===== src/hdl/uart_cmd_consts.svh =====
`ifndef UART_CMD_CONSTS_SVH
`define UART_CMD_CONSTS_SVH

// clock cycles per UART bit, 50 MHz at 115200 baud.
`define UART_CLKS_PER_BIT 434

// idle bit periods between the high and low byte of a write.
`define UART_GAP_BITS 4

// bit periods to wait for the start bit of a read response.
`define UART_RESP_TIMEOUT_BITS 32

// data bits in one frame, sent LSB first.
`define UART_DATA_BITS 8

// start, data, parity and stop.
`define UART_FRAME_BITS 11

`endif

===== src/hdl/uart_cmd_pkg.sv =====
package uart_cmd_pkg;

  // host command, the high byte is {write, addr}.
  typedef struct packed {
    logic       write;
    logic [6:0] addr;
    logic [7:0] data;
  } cmd_t;

  // one received frame with its error flags.
  typedef struct packed {
    logic [7:0] data;
    logic       parity_err;
    logic       frame_err;
  } rx_frame_t;

  // result of a read as seen by the host.
  typedef struct packed {
    logic [7:0] data;
    logic       parity_err;
    logic       frame_err;
    logic       timeout;
  } read_resp_t;

endpackage


===== src/hdl/uart_cmd_top.sv =====
`include "uart_cmd_consts.svh"

module uart_cmd_top #(
  parameter int clks_per_bit = `UART_CLKS_PER_BIT
) (
  input  logic                     clk,
  input  logic                     rst_n,
  input  uart_cmd_pkg::cmd_t       cmd,
  input  logic                     cmd_vld,
  output logic                     cmd_rdy,
  output logic                     tx,
  input  logic                     rx,
  output logic                     read_rdy,
  output uart_cmd_pkg::read_resp_t read_resp
);

  logic                    tx_start;
  logic [7:0]              tx_byte;
  logic                    tx_done;
  logic                    rx_en;
  logic                    rx_busy;
  logic                    rx_valid;
  uart_cmd_pkg::rx_frame_t rx_frame;

  uart_cmd_seq #(.clks_per_bit(clks_per_bit)) i_seq (
    .clk       (clk),
    .rst_n     (rst_n),
    .cmd       (cmd),
    .cmd_vld   (cmd_vld),
    .cmd_rdy   (cmd_rdy),
    .tx_start  (tx_start),
    .tx_byte   (tx_byte),
    .tx_done   (tx_done),
    .rx_en     (rx_en),
    .rx_busy   (rx_busy),
    .rx_valid  (rx_valid),
    .rx_frame  (rx_frame),
    .read_rdy  (read_rdy),
    .read_resp (read_resp)
  );

  uart_tx_frame #(.clks_per_bit(clks_per_bit)) i_tx (
    .clk      (clk),
    .rst_n    (rst_n),
    .tx_start (tx_start),
    .tx_byte  (tx_byte),
    .tx       (tx),
    .tx_done  (tx_done)
  );

  uart_rx_frame #(.clks_per_bit(clks_per_bit)) i_rx (
    .clk      (clk),
    .rst_n    (rst_n),
    .rx       (rx),
    .rx_en    (rx_en),
    .rx_busy  (rx_busy),
    .rx_valid (rx_valid),
    .rx_frame (rx_frame)
  );

endmodule


===== src/hdl/uart_cmd_seq.sv =====
`include "uart_cmd_consts.svh"

module uart_cmd_seq #(
  parameter int clks_per_bit = `UART_CLKS_PER_BIT
) (
  input  logic                     clk,
  input  logic                     rst_n,
  input  uart_cmd_pkg::cmd_t       cmd,
  input  logic                     cmd_vld,
  output logic                     cmd_rdy,
  output logic                     tx_start,
  output logic [7:0]               tx_byte,
  input  logic                     tx_done,
  output logic                     rx_en,
  input  logic                     rx_busy,
  input  logic                     rx_valid,
  input  uart_cmd_pkg::rx_frame_t  rx_frame,
  output logic                     read_rdy,
  output uart_cmd_pkg::read_resp_t read_resp
);

  import uart_cmd_pkg::*;

  localparam int cnt_w = $clog2(clks_per_bit);
  localparam int max_bits = (`UART_GAP_BITS > `UART_RESP_TIMEOUT_BITS) ?
                            `UART_GAP_BITS : `UART_RESP_TIMEOUT_BITS;
  localparam int bit_w = $clog2(max_bits + 1);

  typedef enum logic [2:0] {
    s_idle,
    s_send_first,
    s_gap,
    s_send_second,
    s_wait_resp
  } state_t;

  state_t           state;
  cmd_t             cmd_q;
  logic [cnt_w-1:0] cyc_cnt;
  logic [bit_w-1:0] bit_cnt;
  logic             accept;
  logic             bit_end;
  logic             count_en;
  logic             gap_done;
  logic             timeout_hit;
  logic             resp_load;

  assign cmd_rdy = (state == s_idle);
  assign accept = cmd_vld && cmd_rdy;
  assign rx_en = (state == s_wait_resp);

  // the second frame carries the data byte, everything else sends {write, addr}.
  assign tx_byte = (state == s_send_second) ? cmd_q.data : {cmd_q.write, cmd_q.addr};

  // the timeout holds while a response frame is being received.
  assign count_en = (state == s_gap) || ((state == s_wait_resp) && !rx_busy);
  assign bit_end = (cyc_cnt == cnt_w'(clks_per_bit - 1));
  assign gap_done = (state == s_gap) && bit_end && (bit_cnt == bit_w'(`UART_GAP_BITS - 1));
  assign timeout_hit = count_en && (state == s_wait_resp) && bit_end &&
                       (bit_cnt == bit_w'(`UART_RESP_TIMEOUT_BITS - 1));
  assign resp_load = (state == s_wait_resp) && (rx_valid || timeout_hit);

  always_ff @(posedge clk or negedge rst_n)
  begin
    if (!rst_n)
    begin
      state    <= s_idle;
      tx_start <= 1'b0;
      read_rdy <= 1'b0;
    end
    else
    begin
      tx_start <= 1'b0;
      read_rdy <= 1'b0;
      case (state)
        s_idle:
        begin
          if (accept)
          begin
            state    <= s_send_first;
            tx_start <= 1'b1;
          end
        end
        s_send_first:
        begin
          if (tx_done)
          begin
            state <= cmd_q.write ? s_gap : s_wait_resp;
          end
        end
        s_gap:
        begin
          if (gap_done)
          begin
            state    <= s_send_second;
            tx_start <= 1'b1;
          end
        end
        s_send_second:
        begin
          if (tx_done)
          begin
            state <= s_idle;
          end
        end
        s_wait_resp:
        begin
          if (resp_load)
          begin
            state    <= s_idle;
            read_rdy <= 1'b1;
          end
        end
        default:
        begin
          state <= s_idle;
        end
      endcase
    end
  end

  always_ff @(posedge clk or negedge rst_n)
  begin
    if (!rst_n)
    begin
      cyc_cnt <= '0;
      bit_cnt <= '0;
    end
    else if (state == s_send_first)
    begin
      cyc_cnt <= '0; // both the gap and the timeout start from the first tx_done.
      bit_cnt <= '0;
    end
    else if (count_en)
    begin
      if (bit_end)
      begin
        cyc_cnt <= '0;
        bit_cnt <= bit_cnt + 1'b1;
      end
      else
      begin
        cyc_cnt <= cyc_cnt + 1'b1;
      end
    end
  end

  always_ff @(posedge clk)
  begin
    if (accept)
    begin
      cmd_q <= cmd;
    end
    if (resp_load)
    begin
      if (rx_valid)
      begin
        read_resp <= '{data: rx_frame.data, parity_err: rx_frame.parity_err,
                       frame_err: rx_frame.frame_err, timeout: 1'b0};
      end
      else
      begin
        read_resp <= '{data: 8'h00, parity_err: 1'b0, frame_err: 1'b0, timeout: 1'b1};
      end
    end
  end

endmodule


===== src/hdl/uart_rx_frame.sv =====
`include "uart_cmd_consts.svh"

module uart_rx_frame #(
  parameter int clks_per_bit = `UART_CLKS_PER_BIT
) (
  input  logic                    clk,
  input  logic                    rst_n,
  input  logic                    rx,
  input  logic                    rx_en,
  output logic                    rx_busy,
  output logic                    rx_valid,
  output uart_cmd_pkg::rx_frame_t rx_frame
);

  localparam int cnt_w = $clog2(clks_per_bit);
  localparam int half_last = clks_per_bit / 2 - 1;
  localparam int full_last = clks_per_bit - 1;
  localparam int parity_idx = `UART_DATA_BITS;
  localparam int stop_idx = `UART_DATA_BITS + 1;

  logic             rx_s1;
  logic             rx_s2;
  logic             rx_d;
  logic             start_phase;
  logic [cnt_w-1:0] cnt;
  logic [3:0]       idx;
  logic             sample;
  logic [7:0]       data_q;
  logic             parity_q;

  // the start bit is checked half a bit in, everything after it a full bit apart.
  assign sample = rx_busy && (cnt == (start_phase ? cnt_w'(half_last) : cnt_w'(full_last)));

  always_ff @(posedge clk or negedge rst_n)
  begin
    if (!rst_n)
    begin
      rx_s1 <= 1'b1;
      rx_s2 <= 1'b1;
      rx_d  <= 1'b1;
    end
    else
    begin
      rx_s1 <= rx;
      rx_s2 <= rx_s1;
      rx_d  <= rx_s2;
    end
  end

  always_ff @(posedge clk or negedge rst_n)
  begin
    if (!rst_n)
    begin
      rx_busy     <= 1'b0;
      rx_valid    <= 1'b0;
      start_phase <= 1'b0;
      cnt         <= '0;
      idx         <= '0;
    end
    else
    begin
      rx_valid <= 1'b0;
      if (!rx_busy)
      begin
        if (rx_en && rx_d && !rx_s2)
        begin
          rx_busy     <= 1'b1;
          start_phase <= 1'b1;
          cnt         <= '0;
        end
      end
      else if (sample)
      begin
        cnt <= '0;
        if (start_phase)
        begin
          start_phase <= 1'b0;
          idx         <= '0;
          rx_busy     <= !rx_s2; // a glitch, not a start bit, so rearm.
        end
        else if (idx == 4'(stop_idx))
        begin
          rx_busy  <= 1'b0;
          rx_valid <= 1'b1;
        end
        else
        begin
          idx <= idx + 4'd1;
        end
      end
      else
      begin
        cnt <= cnt + 1'b1;
      end
    end
  end

  always_ff @(posedge clk)
  begin
    if (sample && !start_phase)
    begin
      if (idx < 4'(parity_idx))
      begin
        data_q <= {rx_s2, data_q[7:1]}; // LSB arrives first.
      end
      else if (idx == 4'(parity_idx))
      begin
        parity_q <= rx_s2;
      end
      else
      begin
        rx_frame <= '{data: data_q, parity_err: ^{data_q, parity_q}, frame_err: !rx_s2};
      end
    end
  end

endmodule


===== src/hdl/uart_tx_frame.sv =====
`include "uart_cmd_consts.svh"

module uart_tx_frame #(
  parameter int clks_per_bit = `UART_CLKS_PER_BIT
) (
  input  logic       clk,
  input  logic       rst_n,
  input  logic       tx_start,
  input  logic [7:0] tx_byte,
  output logic       tx,
  output logic       tx_done
);

  localparam int cnt_w = $clog2(clks_per_bit);
  localparam int last_idx = `UART_FRAME_BITS - 1;

  logic                        busy;
  logic [cnt_w-1:0]            cnt;
  logic [3:0]                  idx;
  logic [`UART_FRAME_BITS-1:0] frame_q;
  logic                        bit_end;

  assign bit_end = busy && (cnt == cnt_w'(clks_per_bit - 1));

  // bit 0 of the frame register is the line itself.
  assign tx = frame_q[0];

  assign tx_done = bit_end && (idx == 4'(last_idx)); // last cycle of the stop bit.

  always_ff @(posedge clk or negedge rst_n)
  begin
    if (!rst_n)
    begin
      busy    <= 1'b0;
      cnt     <= '0;
      idx     <= '0;
      frame_q <= '1;
    end
    else if (!busy)
    begin
      if (tx_start)
      begin
        busy    <= 1'b1;
        cnt     <= '0;
        idx     <= '0;
        frame_q <= {1'b1, ^tx_byte, tx_byte, 1'b0}; // stop, even parity, data, start.
      end
    end
    else if (bit_end)
    begin
      cnt     <= '0;
      frame_q <= {1'b1, frame_q[`UART_FRAME_BITS-1:1]}; // ones fill in so the line idles high.
      if (idx == 4'(last_idx))
      begin
        busy <= 1'b0;
      end
      else
      begin
        idx <= idx + 4'd1;
      end
    end
    else
    begin
      cnt <= cnt + 1'b1;
    end
  end

endmodule


===== config.mk =====
export PLATFORM = sky130hd
export DESIGN_NAME = uart_cmd_top
export DESIGN_NICKNAME = d
export VERILOG_FILES = /design/src/hdl/uart_cmd_pkg.sv /design/src/hdl/uart_cmd_top.sv /design/src/hdl/uart_cmd_seq.sv /design/src/hdl/uart_rx_frame.sv /design/src/hdl/uart_tx_frame.sv
export VERILOG_INCLUDE_DIRS = /design/src /design/src/hdl
export SDC_FILE = /design/constraint.sdc
export NUM_CORES = 1
export LEC_CHECK = 0
export BUFFER_PORTS_ARGS = -buffer_cell sky130_fd_sc_hd__buf_2
export CORE_UTILIZATION = 60
export CTS_CLUSTER_SIZE = 12
export DETAILED_ROUTE_END_ITERATION = 6
export PLACE_DENSITY = 0.77
export SYNTH_ARGS = -nofsm -noshare
export SYNTH_HDL_FRONTEND = slang
export SYNTH_SLANG_ARGS = --single-unit

===== constraint.sdc =====
create_clock -name clk -period 3.5 [get_ports clk]
set_input_delay 0.35 -clock clk [delete_from_list [all_inputs] [get_ports clk]]
set_output_delay 0.35 -clock clk [all_outputs]
set_load 0.005 [all_outputs]

# Word-level counts from Yosys, hierarchy flattened
# Cells that the tools add are included.
# Widths: inputs -> output; s select.
dict set report word_totals {
  regBits 110
  input_bits 20
  word_cells 146
}
dict set report op_classes {
  add_sub_neg 6
  n_lt_le_gt_ge 1
  eq_ne 21
  muxes 52
  bitwise 2
  reduce_logical 35
}
# op n
set ops {}
lappend ops {{$mux 9} 10}
lappend ops {{$mux 11} 3}
lappend ops {{$add 9x1->9 const B} 3}
lappend ops {{$mux 4} 6}
lappend ops {{$mux 1} 21}
lappend ops {{$eq 9x9->1 const B} 2}
lappend ops {{$mux 3} 6}
lappend ops {{$mux 6} 3}
lappend ops {{$pmux 3 s5} 1}
lappend ops {{$logic_and 1x1->1} 14}
lappend ops {{$eq 4x4->1 const B} 3}
lappend ops {{$reduce_and 3->1} 4}
lappend ops {{$ne 2x2->1 const B} 5}
lappend ops {{$eq 9x9->1} 1}
lappend ops {{$reduce_xor 9->1} 1}
lappend ops {{$add 4x1->4 const B} 2}
lappend ops {{$mux 8} 1}
lappend ops {{$ne 2x1->1 const B} 4}
lappend ops {{$reduce_and 2->1} 4}
lappend ops {{$reduce_bool 2->1} 4}
lappend ops {{$reduce_xor 8->1} 1}
lappend ops {{$add 6x1->6 const B} 1}
lappend ops {{$eq 3x2->1 const B} 2}
lappend ops {{$eq 6x2->1 const B} 1}
lappend ops {{10 further kinds} 14}

# Longest topological paths before layout
# Gate-level depths: netlist of run 1.
dict set report depth {
  word_depth 10
  mapped_depth 8
  mapped_depth_nobuf 7
}

# Hierarchy
# Synthesis of run 1 repeated with hierarchy kept, for this count alone.
dict set report unflattened {
  cells_unflattened 448
  hier_area_um2 5288.8
}
# module instances cells_per_inst area_each_um2
set by_module_without_submodules {}
lappend by_module_without_submodules {uart_cmd_seq 1 170 2193.4}
lappend by_module_without_submodules {uart_rx_frame 1 141 1712.9}
lappend by_module_without_submodules {uart_tx_frame 1 137 1382.6}

# Worst setup path after synthesis of run 1
# No wires, ideal clock.
dict set report synth_timing {
  path_kind {reg-to-reg}
  from {register i_rx.cnt[6]}
  to {register i_rx.rx_frame[0] (netlist name)}
  arrival_ns 2.128
  required_time_ns 3.110
  slack_ns 0.983
  stages_incl_launch_ff 6
  path_buffers 1
  path_cell_list {dfrtp_1 > or4b_1 > o22ai_2 > nand3_1 > buf_2 > nor3_1}
}
dict set report synth_between {
  elab_chain_len 4
}
# element line
set synth_rtl {}
lappend synth_rtl {{start, declared} uart_rx_frame.sv:25} ;# logic [cnt_w-1:0] cnt;
lappend synth_rtl {{start signal, assigned} uart_rx_frame.sv:93} ;# cnt <= cnt + 1'b1;
lappend synth_rtl {{$eq 9x9->1} uart_rx_frame.sv:32} ;# assign sample = rx_busy && (cnt == (start_phase ? cnt_w'(half_last) : cnt_w'(full_last)));
lappend synth_rtl {{$logic_and 1x1->1} uart_rx_frame.sv:32}
lappend synth_rtl {{$logic_and 1x1->1} uart_rx_frame.sv:100} ;# if (sample && !start_phase)
lappend synth_rtl {{$reduce_and 3->1 (no line)} -}
# Every way passes these cells.
# A chain may end at the register's enable or synchronous reset.

# Worst setup path in the final report of run 1
dict set report layout_timing {
  from {register i_seq.cyc_cnt[2]}
  to {register i_seq.read_resp[4] (netlist name)}
}
dict set report layout_between {
  elab_chain_len 5
}
# element line
set layout_rtl {}
lappend layout_rtl {{start, declared} uart_cmd_seq.sv:39} ;# logic [cnt_w-1:0] cyc_cnt;
lappend layout_rtl {{start signal, assigned} uart_cmd_seq.sv:143} ;# cyc_cnt <= cyc_cnt + 1'b1;
lappend layout_rtl {{$eq 9x9->1} uart_cmd_seq.sv:57} ;# assign bit_end = (cyc_cnt == cnt_w'(clks_per_bit - 1));
lappend layout_rtl {{$logic_and 1x1->1 (2 in a row)} uart_cmd_seq.sv:59} ;# assign timeout_hit = count_en && (state == s_wait_resp) && bit_end &&
lappend layout_rtl {{$logic_or 1x1->1} uart_cmd_seq.sv:61} ;# assign resp_load = (state == s_wait_resp) && (rx_valid || timeout_hit);
lappend layout_rtl {{$logic_and 1x1->1} uart_cmd_seq.sv:61}
lappend layout_rtl {{named net i_seq.resp_load} uart_cmd_seq.sv:46} ;# logic resp_load;
# The timed path passes the listed nets, and every way through them passes these cells.

==> results of run 1 <==
[worst paths after layout]
check | from | cells past startpoint | endpoint | slack (ps)
worst max-delay path | i_seq.cyc_cnt[2] | 3 | i_seq.read_resp[4] | 1170
worst min-delay path | rx | 1 | i_rx.rx_s1 | 80
worst max register to register | i_seq.cyc_cnt[2] | 3 | i_seq.read_resp[4] | 1170
worst min register to register | i_rx.rx_s1 | 0 | i_rx.rx_s2 | 360
max in group asynchronous | rst_n | 2 | i_tx.frame_q[7] | 2450
min in group asynchronous | rst_n | 1 | i_seq.read_rdy | 130
[layout by cell type (no fill, tap or decap), types with 8 or more instances in the layout]
cell type,n
ha_1,11
buf_2,33
mux2i_1,11
nand4_1,11
clkbuf_8,9
nand2_1,28
nand3_1,15
nor2_1,32
and3_1,8
dfrtp_1,50
mux2_2,11
nand2b_1,11
dfstp_2,13
o21ai_0,28
edfxtp_1,46
inv_1,10
xnor2_1,21
a31oi_1,10
and2_1,14
xor2_1,17
[layer usage]
layer	up-vias	GRT usage
met3	10	0.0569
met1	1548	0.281
met4	0	0.0628
met2	63	0.343
met5	-	0
li1	1590	-
[power by group through the flow]
stage	Clock (mW)	Combinational, mW	Sequential, mW
6_report	0.749	0.559	1.56
5_1_grt	0.815	0.623	1.58
4_1_cts	0.768	0.563	1.56
3_5_place_dp	0	0.560	1.58
3_3_place_gp	0	0.540	1.57
2_1_floorplan	0	0.509	1.51
[cell families after synthesis]
| logic type | after synthesis |
|---|---|
| simple gates | 153 |
| fa+ha+maj | 11 |
| mux | 22 |
| compound gates | 66 |
| xor+xnor | 38 |
| flops | 109 |
| buf+inv | 27 |
[flip-flops by register name (all words and copies together), names as in the netlist]
signal            flops
i_rx.cnt              9
i_tx.frame_q         10
i_rx.rx_valid         1
i_seq.tx_start        1
i_rx.data_q           8
i_rx.start_phase      1
i_seq.read_rdy        1
i_seq.state           3
i_rx.rx_d             1
i_seq.read_resp      11
i_rx.idx              4
i_rx.rx_frame        10
i_tx.idx              4
i_seq.bit_cnt         6
i_seq.cyc_cnt         9
i_seq.cmd_q          16
i_tx.cnt              9
i_rx.rx_s2            1
i_rx.rx_busy          1
i_tx.busy             1
i_rx.rx_s1            1
i_rx.parity_q         1
[final cells by class]
| type | instances | area, µm² |
|---|---|---|
| flip-flops and latches | 109 | 2970 |
| fillers | 608 | 2670 |
| multi-input cells | 290 | 1950 |
| repair buffers | 39 | 210 |
| well taps | 105 | 131 |
| clock buffers | 9 | 124 |
| clock inverters | 7 | 76.3 |
| inverters | 10 | 37.5 |
[per-stage QoR]
stage | power [mW] | cells | cell area [µm²]
floorplan | 2.02 | 426 | 5040
global placement | 2.11 | 553 | 5310
detailed placement | 2.14 | 553 | 5310
CTS | 2.89 | 569 | 5510
global route | 3.02 | 569 | 5510
finish | 2.87 | 569 | 5510
==> impl_metrics.csv, run 1 <==
group,metric,value,unit
sta,worst_slew_pin_slew,974,ps
sta,final_hold_viol_count,0,
clocking,clk_latency,360,ps
worst_hold_path,hold_class,"primary input to flip-flop",
yosys,yosysWarnings,0,
yosys,synth.area.mux_share,0.0464,
final_layout,drive_above_1_share,0.181,
route,routed.top_layer,"met4",
pwr,cellInternalPower,1.99,mW
worst_setup_path,critPathMaxFanout,12,
route,routed_wl,8.52,mm
worst_setup_path,critical_path_class,"flip-flop to flip-flop",
sta,fmax,429,MHz
sta,worst_hold_slack,81.5,ps
route,wl_per_cell,15.0,µm
job,drv_cap,0,
pwr,irDropWorstVdd,0.000511,V
sta,finClkSkew,12.9,ps
route,ant_nets,0,
yosys,synth_adder_area_share,0.0273,
worst_setup_path,path_cells,"nor4b_2 > a41oi_1 > nor2_1",
pwr,p_leak,2.21,nW
route,drt_iter0_markers,194,
grt,antenna_found_initial,0,
pwr,swShare,0.304,
yosys,synth-seq-area-share,0.590,
final_layout,utilization,0.673,
yosys,synth_top_family_by_area,"simple AND/OR/NAND/NOR gates",
worst_setup_path,slowest_stage,"nor2_1",
grt,grt_max_degree,44,
yosys,yosysMostFrequentCell,"dfrtp_1",
floorplan,die_area,8770,µm²
yosys,synth_top_area_frac,0.274,
sta,fin_crit,2330,ps
clocking,clockBufferDepth,2,
grt,grt_pass1_wl,14.0,mm
route,drc,0,
floorplan,core-area,8180,µm²
outcome,status,"completed",
worst_setup_path,critPathMaxStageDelay,810,ps
yosys,netlist_area,5040,µm²
yosys,synth_cells,426,
yosys,synth_cell_types,49,
sta,finalWorstSetupSlack,1170,ps
grt,grt_usage,0.212,
route,vias,3211,
clocking,cts_root_buf,"clkbuf_8",
floorplan,start_util,0.616,
floorplan,die_h,93.6,µm
sta,tns,0,ps
sta,min_period_over_period,0.666,
pwr,power_frac_seq,0.544,
clocking,numCtsBuffers,9,
route,met3WireLength,301,µm
sta,rsz0062_at_grt,"false",
yosys,synth_fp_nets,457,
yosys,ys_top_cells_by_area,"edfxtp_1 (27%), dfrtp_1 (25%), dfstp_2 (6.8%), xnor2_1 (3.7%), xor2_1 (3.0%)",
route,viasPerCell,5.64,
worst_setup_path,crit_family,"simple AND/OR/NAND/NOR gates",
pwr,switchingPower,0.872,mW
final_layout,final_nets,490,
yosys,synthTopCellsByCount,"dfrtp_1 (50), edfxtp_1 (46), nor2_1 (32)",
clocking,htreeDepth,3,
clocking,cts_setup_buffers,0,
clocking,path_clk_slew,100,ps
yosys,syn_avg_cell_area,11.8,µm²
placed_design,routabilityCongestion,0.839,
yosys,ys_ff_latch,109,
sta,slew_headroom,0.351,
clocking,cts_tree,"yes",
yosys,synth_ff_type,"dfrtp_1",
worst_setup_path,cp.arrival,2320,ps
placed_design,hpwlAfterDp,5.97,mm
sta,finalSetupViolations,0,
yosys,synth_compound_area_frac,0.0837,
sta,drv_slew,0,
pwr,p_clk_frac,0.261,
grt,grt_pass1_vias,3035,
grt,grt.overflow.total,0,
placed_design,port_buffers,33,
clocking,cts-resized-gates,0,
clocking,cts_sinks,109,
worst_setup_path,critPathRequiredTime,3490,ps
yosys,synth_edf_count,46,
final_layout,diodes,0,
route,routed-wl-met2,4.14,mm
yosys,synth_xor_area_frac,0.0661,
yosys,synth_top_area_cell,"edfxtp_1",
placed_design,post-place-ws,1180,ps
route,wl_met1,3.98,mm
yosys,synth-simple-area-share,0.164,
floorplan,die_w,93.6,µm
clocking,postCtsHoldBufs,0,
floorplan,ios,34,
worst_setup_path,worstSetupStartpointType,"flip-flop",
floorplan,num_rows,33,
final_layout,area_delta_synth_final,9.26,%
pwr,p_comb_frac,0.195,
yosys,synthArstFlopShare,0.578,
route,drtPass1Iterations,4,
worst_setup_path,cp.buffers_inverters,0,
worst_setup_path,worstSetupEndpointType,"flip-flop",
pwr,cellPowerDensity,520,nW/µm²
(Power assumes the default switching activity.)
==> inputs of run 2 (changes only) <==
Settings changed: ABC_AREA set to 1.
Clock period 3.5 ns to 2.4 ns, I/O delays scaled along.
==> run 2 against run 1 <==
Utilization is 1.9 points higher; final cell count is 28% higher; critical path depth is 2 higher; clock skew is 5.4 ps higher.
==> impl_metrics.csv, run 2 <==
group,metric,value,unit
outcome,status,"completed",
final_layout,layout_commonest_cell,"nand2_1",
worst_setup_path,critPathMaxFanout,16,
clocking,cts_tree,"yes",
floorplan,core-area,8340,µm²
yosys,synth_cell_types,33,
floorplan,die_w,95.7,µm
sta,min_period_over_period,0.836,
route,ant_nets,0,
sta,tns,0,ps
pwr,p_leak,2.74,nW
floorplan,die_area,9150,µm²
worst_setup_path,critical_path_class,"flip-flop to flip-flop",
final_layout,fillCellCount,680,
worst_setup_path,ff2ff_setup_slack,390,ps
clocking,clockBufferDepth,2,
yosys,synth_top_area_cell,"edfxtp_1",
sta,drv_slew,0,
worst_setup_path,slowest_stage,"dfrtp_1",
clocking,cts_root_buf,"clkbuf_8",
grt,grt_pass1_wl,15.6,mm
final_layout,top_regs,"i_seq.cmd_q (16), i_seq.read_resp (11)",
floorplan,die_h,95.7,µm
grt,grt.overflow.total,0,
sta,fin_crit,2010,ps
pwr,power,4.59,mW
placed_design,port_buffers,33,
grt,grt_max_degree,59,
worst_setup_path,startpoint,"i_seq.state[0]",
worst_hold_path,worstHoldPathCells,1,
final_layout,drive_above_1_share,0.143,
yosys,synth_cells,576,
yosys,synthTopCellsByCount,"nand2_1 (151), inv_1 (91), dfrtp_1 (50)",
yosys,synth-seq-area-share,0.565,
worst_setup_path,cp.arrival,2020,ps
final_layout,final_nets,649,
yosys,synth_ff_type,"dfrtp_1",
sta,final_hold_viol_count,0,
final_layout,largest_reg_flops,16,
clocking,numCtsBuffers,9,
clocking,cts_sinks,109,
worst_setup_path,critPathCapture,"i_seq.cmd_q[9]",
sta,finClkSkew,18.3,ps
sta,worst_hold_slack,33.7,ps
route,drtPass1Iterations,4,
sta,fmax,498,MHz
worst_setup_path,r2r_end,"i_seq.cmd_q[9]",
final_layout,final_cells,728,
sta,rsz0062_at_grt,"false",
clocking,cts_setup_buffers,0,
worst_setup_path,worstSetupEndpointType,"flip-flop",
route,routed_wl,9.12,mm
job,drv_cap,0,
grt,antenna_found_initial,0,
final_layout,diodes,0,
final_layout,area_delta_synth_final,9.74,%
clocking,htreeDepth,3,
yosys,synth_fp_nets,607,
final_layout,fin_area,5780,µm²
worst_setup_path,r2r_start,"i_seq.state[0]",
pwr,irDropWorstVdd,0.000468,V
route,viasPerCell,5.23,
sta,finalSetupViolations,0,
placed_design,routabilityCongestion,0.934,
route,wl_per_cell,12.5,µm
floorplan,ios,34,
yosys,synth_edf_count,46,
placed_design,dp_cells,710,
clocking,path_clk_slew,110,ps
yosys,syn_avg_cell_area,9.14,µm²
final_layout,final_cell_mix,"nand2_1 (151), inv_1 (91), dfrtp_1 (50), edfxtp_1 (46), nor2_1 (34)",
yosys,yosysMostFrequentCell,"nand2_1",
grt,grt_pass1_vias,3546,
pwr,cellPowerDensity,795,nW/µm²
worst_setup_path,worstSetupStartpointType,"flip-flop",
yosys,synth_top_area_frac,0.262,
worst_setup_path,critPathRequiredTime,2410,ps
floorplan,num_rows,33,
sta,slew_headroom,0.608,
worst_setup_path,critPathMaxStageDelay,520,ps
final_layout,top_register,"i_seq.cmd_q",
placed_design,hpwlAfterDp,6.64,mm
yosys,ys_top_cells_by_area,"edfxtp_1 (26%), dfrtp_1 (24%), nand2_1 (11%), dfstp_2 (6.5%), inv_1 (6.5%)",
yosys,yosysWarnings,0,
yosys,ys_ff_latch,109,
yosys,netlist_area,5270,µm²
sta,worst_slew_pin_slew,588,ps
route,drt_iter0_markers,179,
route,drc,0,
route,vias,3808,
grt,grt_usage,0.222,
floorplan,start_util,0.631,
clocking,clk_latency,380,ps
worst_setup_path,path_cells,"nor2_1 > inv_1 > nor2_1 > nand2_1 > inv_1",
yosys,synthArstFlopShare,0.578,
placed_design,placed_cell_area,5550,µm²
worst_setup_path,r2r_cells,5,
worst_hold_path,hold_class,"primary input to flip-flop",
-- run 2: worst min-delay path by stage --
stage | slack [ps] | end | from
3_5_place_dp | 80 | i_seq.cyc_cnt[6] | rst_n
2_1_floorplan | -60 | i_rx.cnt[0] | rst_n
5_1_grt | 20 | i_seq.cmd_q[14] | cmd[14]
3_3_place_gp | 80 | i_seq.cyc_cnt[7] | rst_n
6_report | 30 | i_seq.cmd_q[0] | cmd[0]
4_1_cts | 30 | i_seq.cmd_q[1] | cmd[1]
-- run 2: final cells by class --
type	count	area, µm²	area share
Timing Repair Buffer	40	235	0.0407
Sequential cell	109	2970	0.515
Clock buffer	9	124	0.0214
Inverter	96	363	0.0628
Clock inverter	7	86.3	0.0149
Multi-Input combinational cell	362	1860	0.323
Tap cell	105	131	0.0227
-- run 2: stage by stage --
stage                     worst slack, ps   util
after detailed placement              438  0.665
after floorplan                       441      -
final                                 393  0.693
after CTS                             407  0.693
after global routing                  198  0.693
after global placement                459  0.665
-- run 2: repair_timing --
item                                   in CTS  in global routing
hold buffers                                2                  0
gates resized for setup                     0                  0
endpoints found under the hold margin      51                  0
-- run 2: power by group --
group          total, mW  switching (mW)  leakage, nW  internal, mW
logic               1.14           0.784         1.44         0.353
registers           2.29           0.171         1.20          2.12
clock network       1.17           0.659        0.105         0.508
-- run 2: logic make-up after synthesis --
family | synth area share
simple gates | 0.218
fa+ha+maj | 0.0261
compound gates | 0.0703
xor+xnor | 0.0399
buf+inv | 0.0810
flops | 0.565
-- run 2: metal layers --
| metal | track usage | up-vias | part of all wire |
|---|---|---|---|
| li1 | - | 1952 | - |
| met1 | 0.310 | 1759 | 0.48 |
| met2 | 0.355 | 86 | 0.46 |
| met3 | 0.0423 | 11 | 0.042 |
| met4 | 0.0684 | 0 | 0.012 |
| met5 | 0 | - | 0 |
-- run 2: critical path: cells and delay by family, from the launching register on --
kind	cells	cell delay, ps
flops	1	520
buf+inv	2	540
simple gates	3	570
==> inputs of run 3 (changes only) <==
Settings changed: ABC_AREA 1 to 0.
Clock period 2.4 ns to 1.9 ns, I/O delays scaled along.
==> run 3 against run 2 <==
The flow now finishes with violations (setup timing); largest power group unchanged; largest cell class unchanged; critical endpoint is now i_rx.idx[0]; cell area grew 5.1%; sequential power grew 20%; utilization grew 5.0 points.
==> impl_metrics.csv, run 3 (synthesis gave the netlist of run 1 again) <==
group,metric,value,unit
worst_setup_path,critPathMaxFanout,7,
route,drtPass1Iterations,4,
route,drt_iter0_markers,164,
final_layout,final_cells,619,
pwr,p_leak,2.49,nW
worst_setup_path,r2r_start,"i_rx.start_phase",
worst_setup_path,critical_path_class,"flip-flop to flip-flop",
clocking,path_clk_slew,110,ps
clocking,cts_sinks,109,
sta,slew_headroom,0.628,
floorplan,die_h,93.6,µm
grt,grt_pass1_wl,15.8,mm
pwr,irDropWorstVdd,0.000532,V
route,routed_wl,9.35,mm
sta,drv_slew,0,
final_layout,final_nets,540,
floorplan,die_area,8770,µm²
final_layout,area_delta_synth_final,20.5,%
clocking,clockBufferDepth,2,
job,drv_cap,0,
grt,grt_usage,0.236,
route,vias,3444,
final_layout,fin_area,6070,µm²
sta,finalSetupViolations,1,
route,drc,0,
floorplan,die_w,93.6,µm
placed_design,port_buffers,33,
worst_setup_path,worstSetupStartpointType,"flip-flop",
route,ant_nets,0,
worst_hold_path,hold_path.startpoint,"cmd_vld",
sta,fmax,520,MHz
clocking,clk_latency,390,ps
grt,grt_pass1_vias,3290,
clocking,cts_root_buf,"clkbuf_8",
final_layout,top_register,"i_seq.cmd_q",
final_layout,multi_input_area,2050,µm²
worst_setup_path,cp.arrival,2240,ps
sta,fin_crit,1920,ps
outcome,status,"finished, violations left",
final_layout,top_regs,"i_seq.cmd_q (16), i_seq.read_resp (11)",
placed_design,routabilityCongestion,0.841,
sta,final_hold_viol_count,0,
worst_setup_path,critPathRequiredTime,2210,ps
final_layout,fillCellCount,550,
final_layout,drive_above_1_share,0.253,
final_layout,final-seq-area,2970,µm²
floorplan,start_util,0.616,
placed_design,placed_cell_area,5610,µm²
placed_design,dp_cells,583,
placed_design,hpwlAfterDp,6.32,mm
sta,min_period_over_period,1.01,
floorplan,num_rows,33,
outcome,violations,"setup timing",
worst_setup_path,worstSetupEndpointType,"flip-flop",
final_layout,final_cell_mix,"dfrtp_1 (50), edfxtp_1 (46), buf_4 (34), buf_2 (33), nor2_1 (30)",
clocking,numCtsBuffers,9,
route,wl_per_cell,15.1,µm
route,viasPerCell,5.56,
floorplan,core-area,8180,µm²
sta,rsz0062_at_grt,"true",
final_layout,layout_commonest_cell,"dfrtp_1",
final_layout,largest_reg_flops,16,
pwr,cellPowerDensity,923,nW/µm²
clocking,cts_tree,"yes",
grt,grt.overflow.total,0,
grt,antenna_found_initial,0,
worst_setup_path,startpoint,"i_rx.start_phase",
grt,grt_max_degree,64,
sta,worst_slew_pin_slew,557,ps
sta,finalWorstSetupSlack,-24.7,ps
clocking,htreeDepth,3,
worst_hold_path,hold_class,"primary input to flip-flop",
worst_setup_path,ff2ff_setup_slack,-20,ps
floorplan,ios,34,
final_layout,diodes,0,
sta,finClkSkew,11.7,ps
final_layout,utilization,0.743,
[run 3: layout make-up]
class | instances | share of cell area
Sequential cell | 109 | 0.490
Multi-Input combinational cell | 290 | 0.338
Timing Repair Buffer | 89 | 0.112
Tap cell | 105 | 0.0216
Clock buffer | 9 | 0.0204
Clock inverter | 7 | 0.0122
Inverter | 10 | 0.00618
[run 3: power breakdown]
| part | switching, mW | internal [mW] | total, mW |
|---|---|---|---|
| Clock | 0.885 | 0.521 | 1.41 |
| Combinational | 0.816 | 0.639 | 1.45 |
| Sequential | 0.125 | 2.62 | 2.75 |
| Total | 1.83 | 3.78 | 5.61 |
[run 3: per-layer routing]
| layer | global-route usage | part of all wire |
|---|---|---|
| met2 | 0.382 | 0.50 |
| met1 | 0.316 | 0.45 |
| met5 | 0 | 0 |
| met3 | 0.0447 | 0.030 |
| met4 | 0.0910 | 0.021 |
[run 3: worst max-delay path: stages, from the launching register on]
cell,delay [ps]
dfrtp_1,390
or4b_4,550
o22ai_4,170
nand3_4,150
or4_1,500
o21ai_1,100
[run 3: through the flow]
step	total power, mW	setup slack, ps	hold slack [ps]	TNS, ps
global route	5.92	-72.7	181	-301
finish	5.61	-24.7	175	-24.7
detailed placement	4.17	-53.4	230	-77.9
CTS	5.57	-31.2	155	-31.2
global placement	4.11	1.15	220	0
floorplan	3.73	-59.3	-106	-611
[run 3: final timing paths]
path,cells past startpoint,to
setup / recovery,5,i_rx.idx[0]
hold / removal,3,i_seq.state[0]
max in group asynchronous,3,i_rx.rx_s2
setup reg to reg,5,i_rx.idx[0]
min in group asynchronous,3,i_seq.read_rdy
hold reg to reg,0,i_rx.rx_s2
[run 3: repair_timing]
action	in CTS	in global routing
resized for setup	2	12
pin swaps	0	3
endpoints found under the hold margin	67	0
buffers inserted	0	2
hold buffers	18	0
endpoints found under the setup margin	14	44
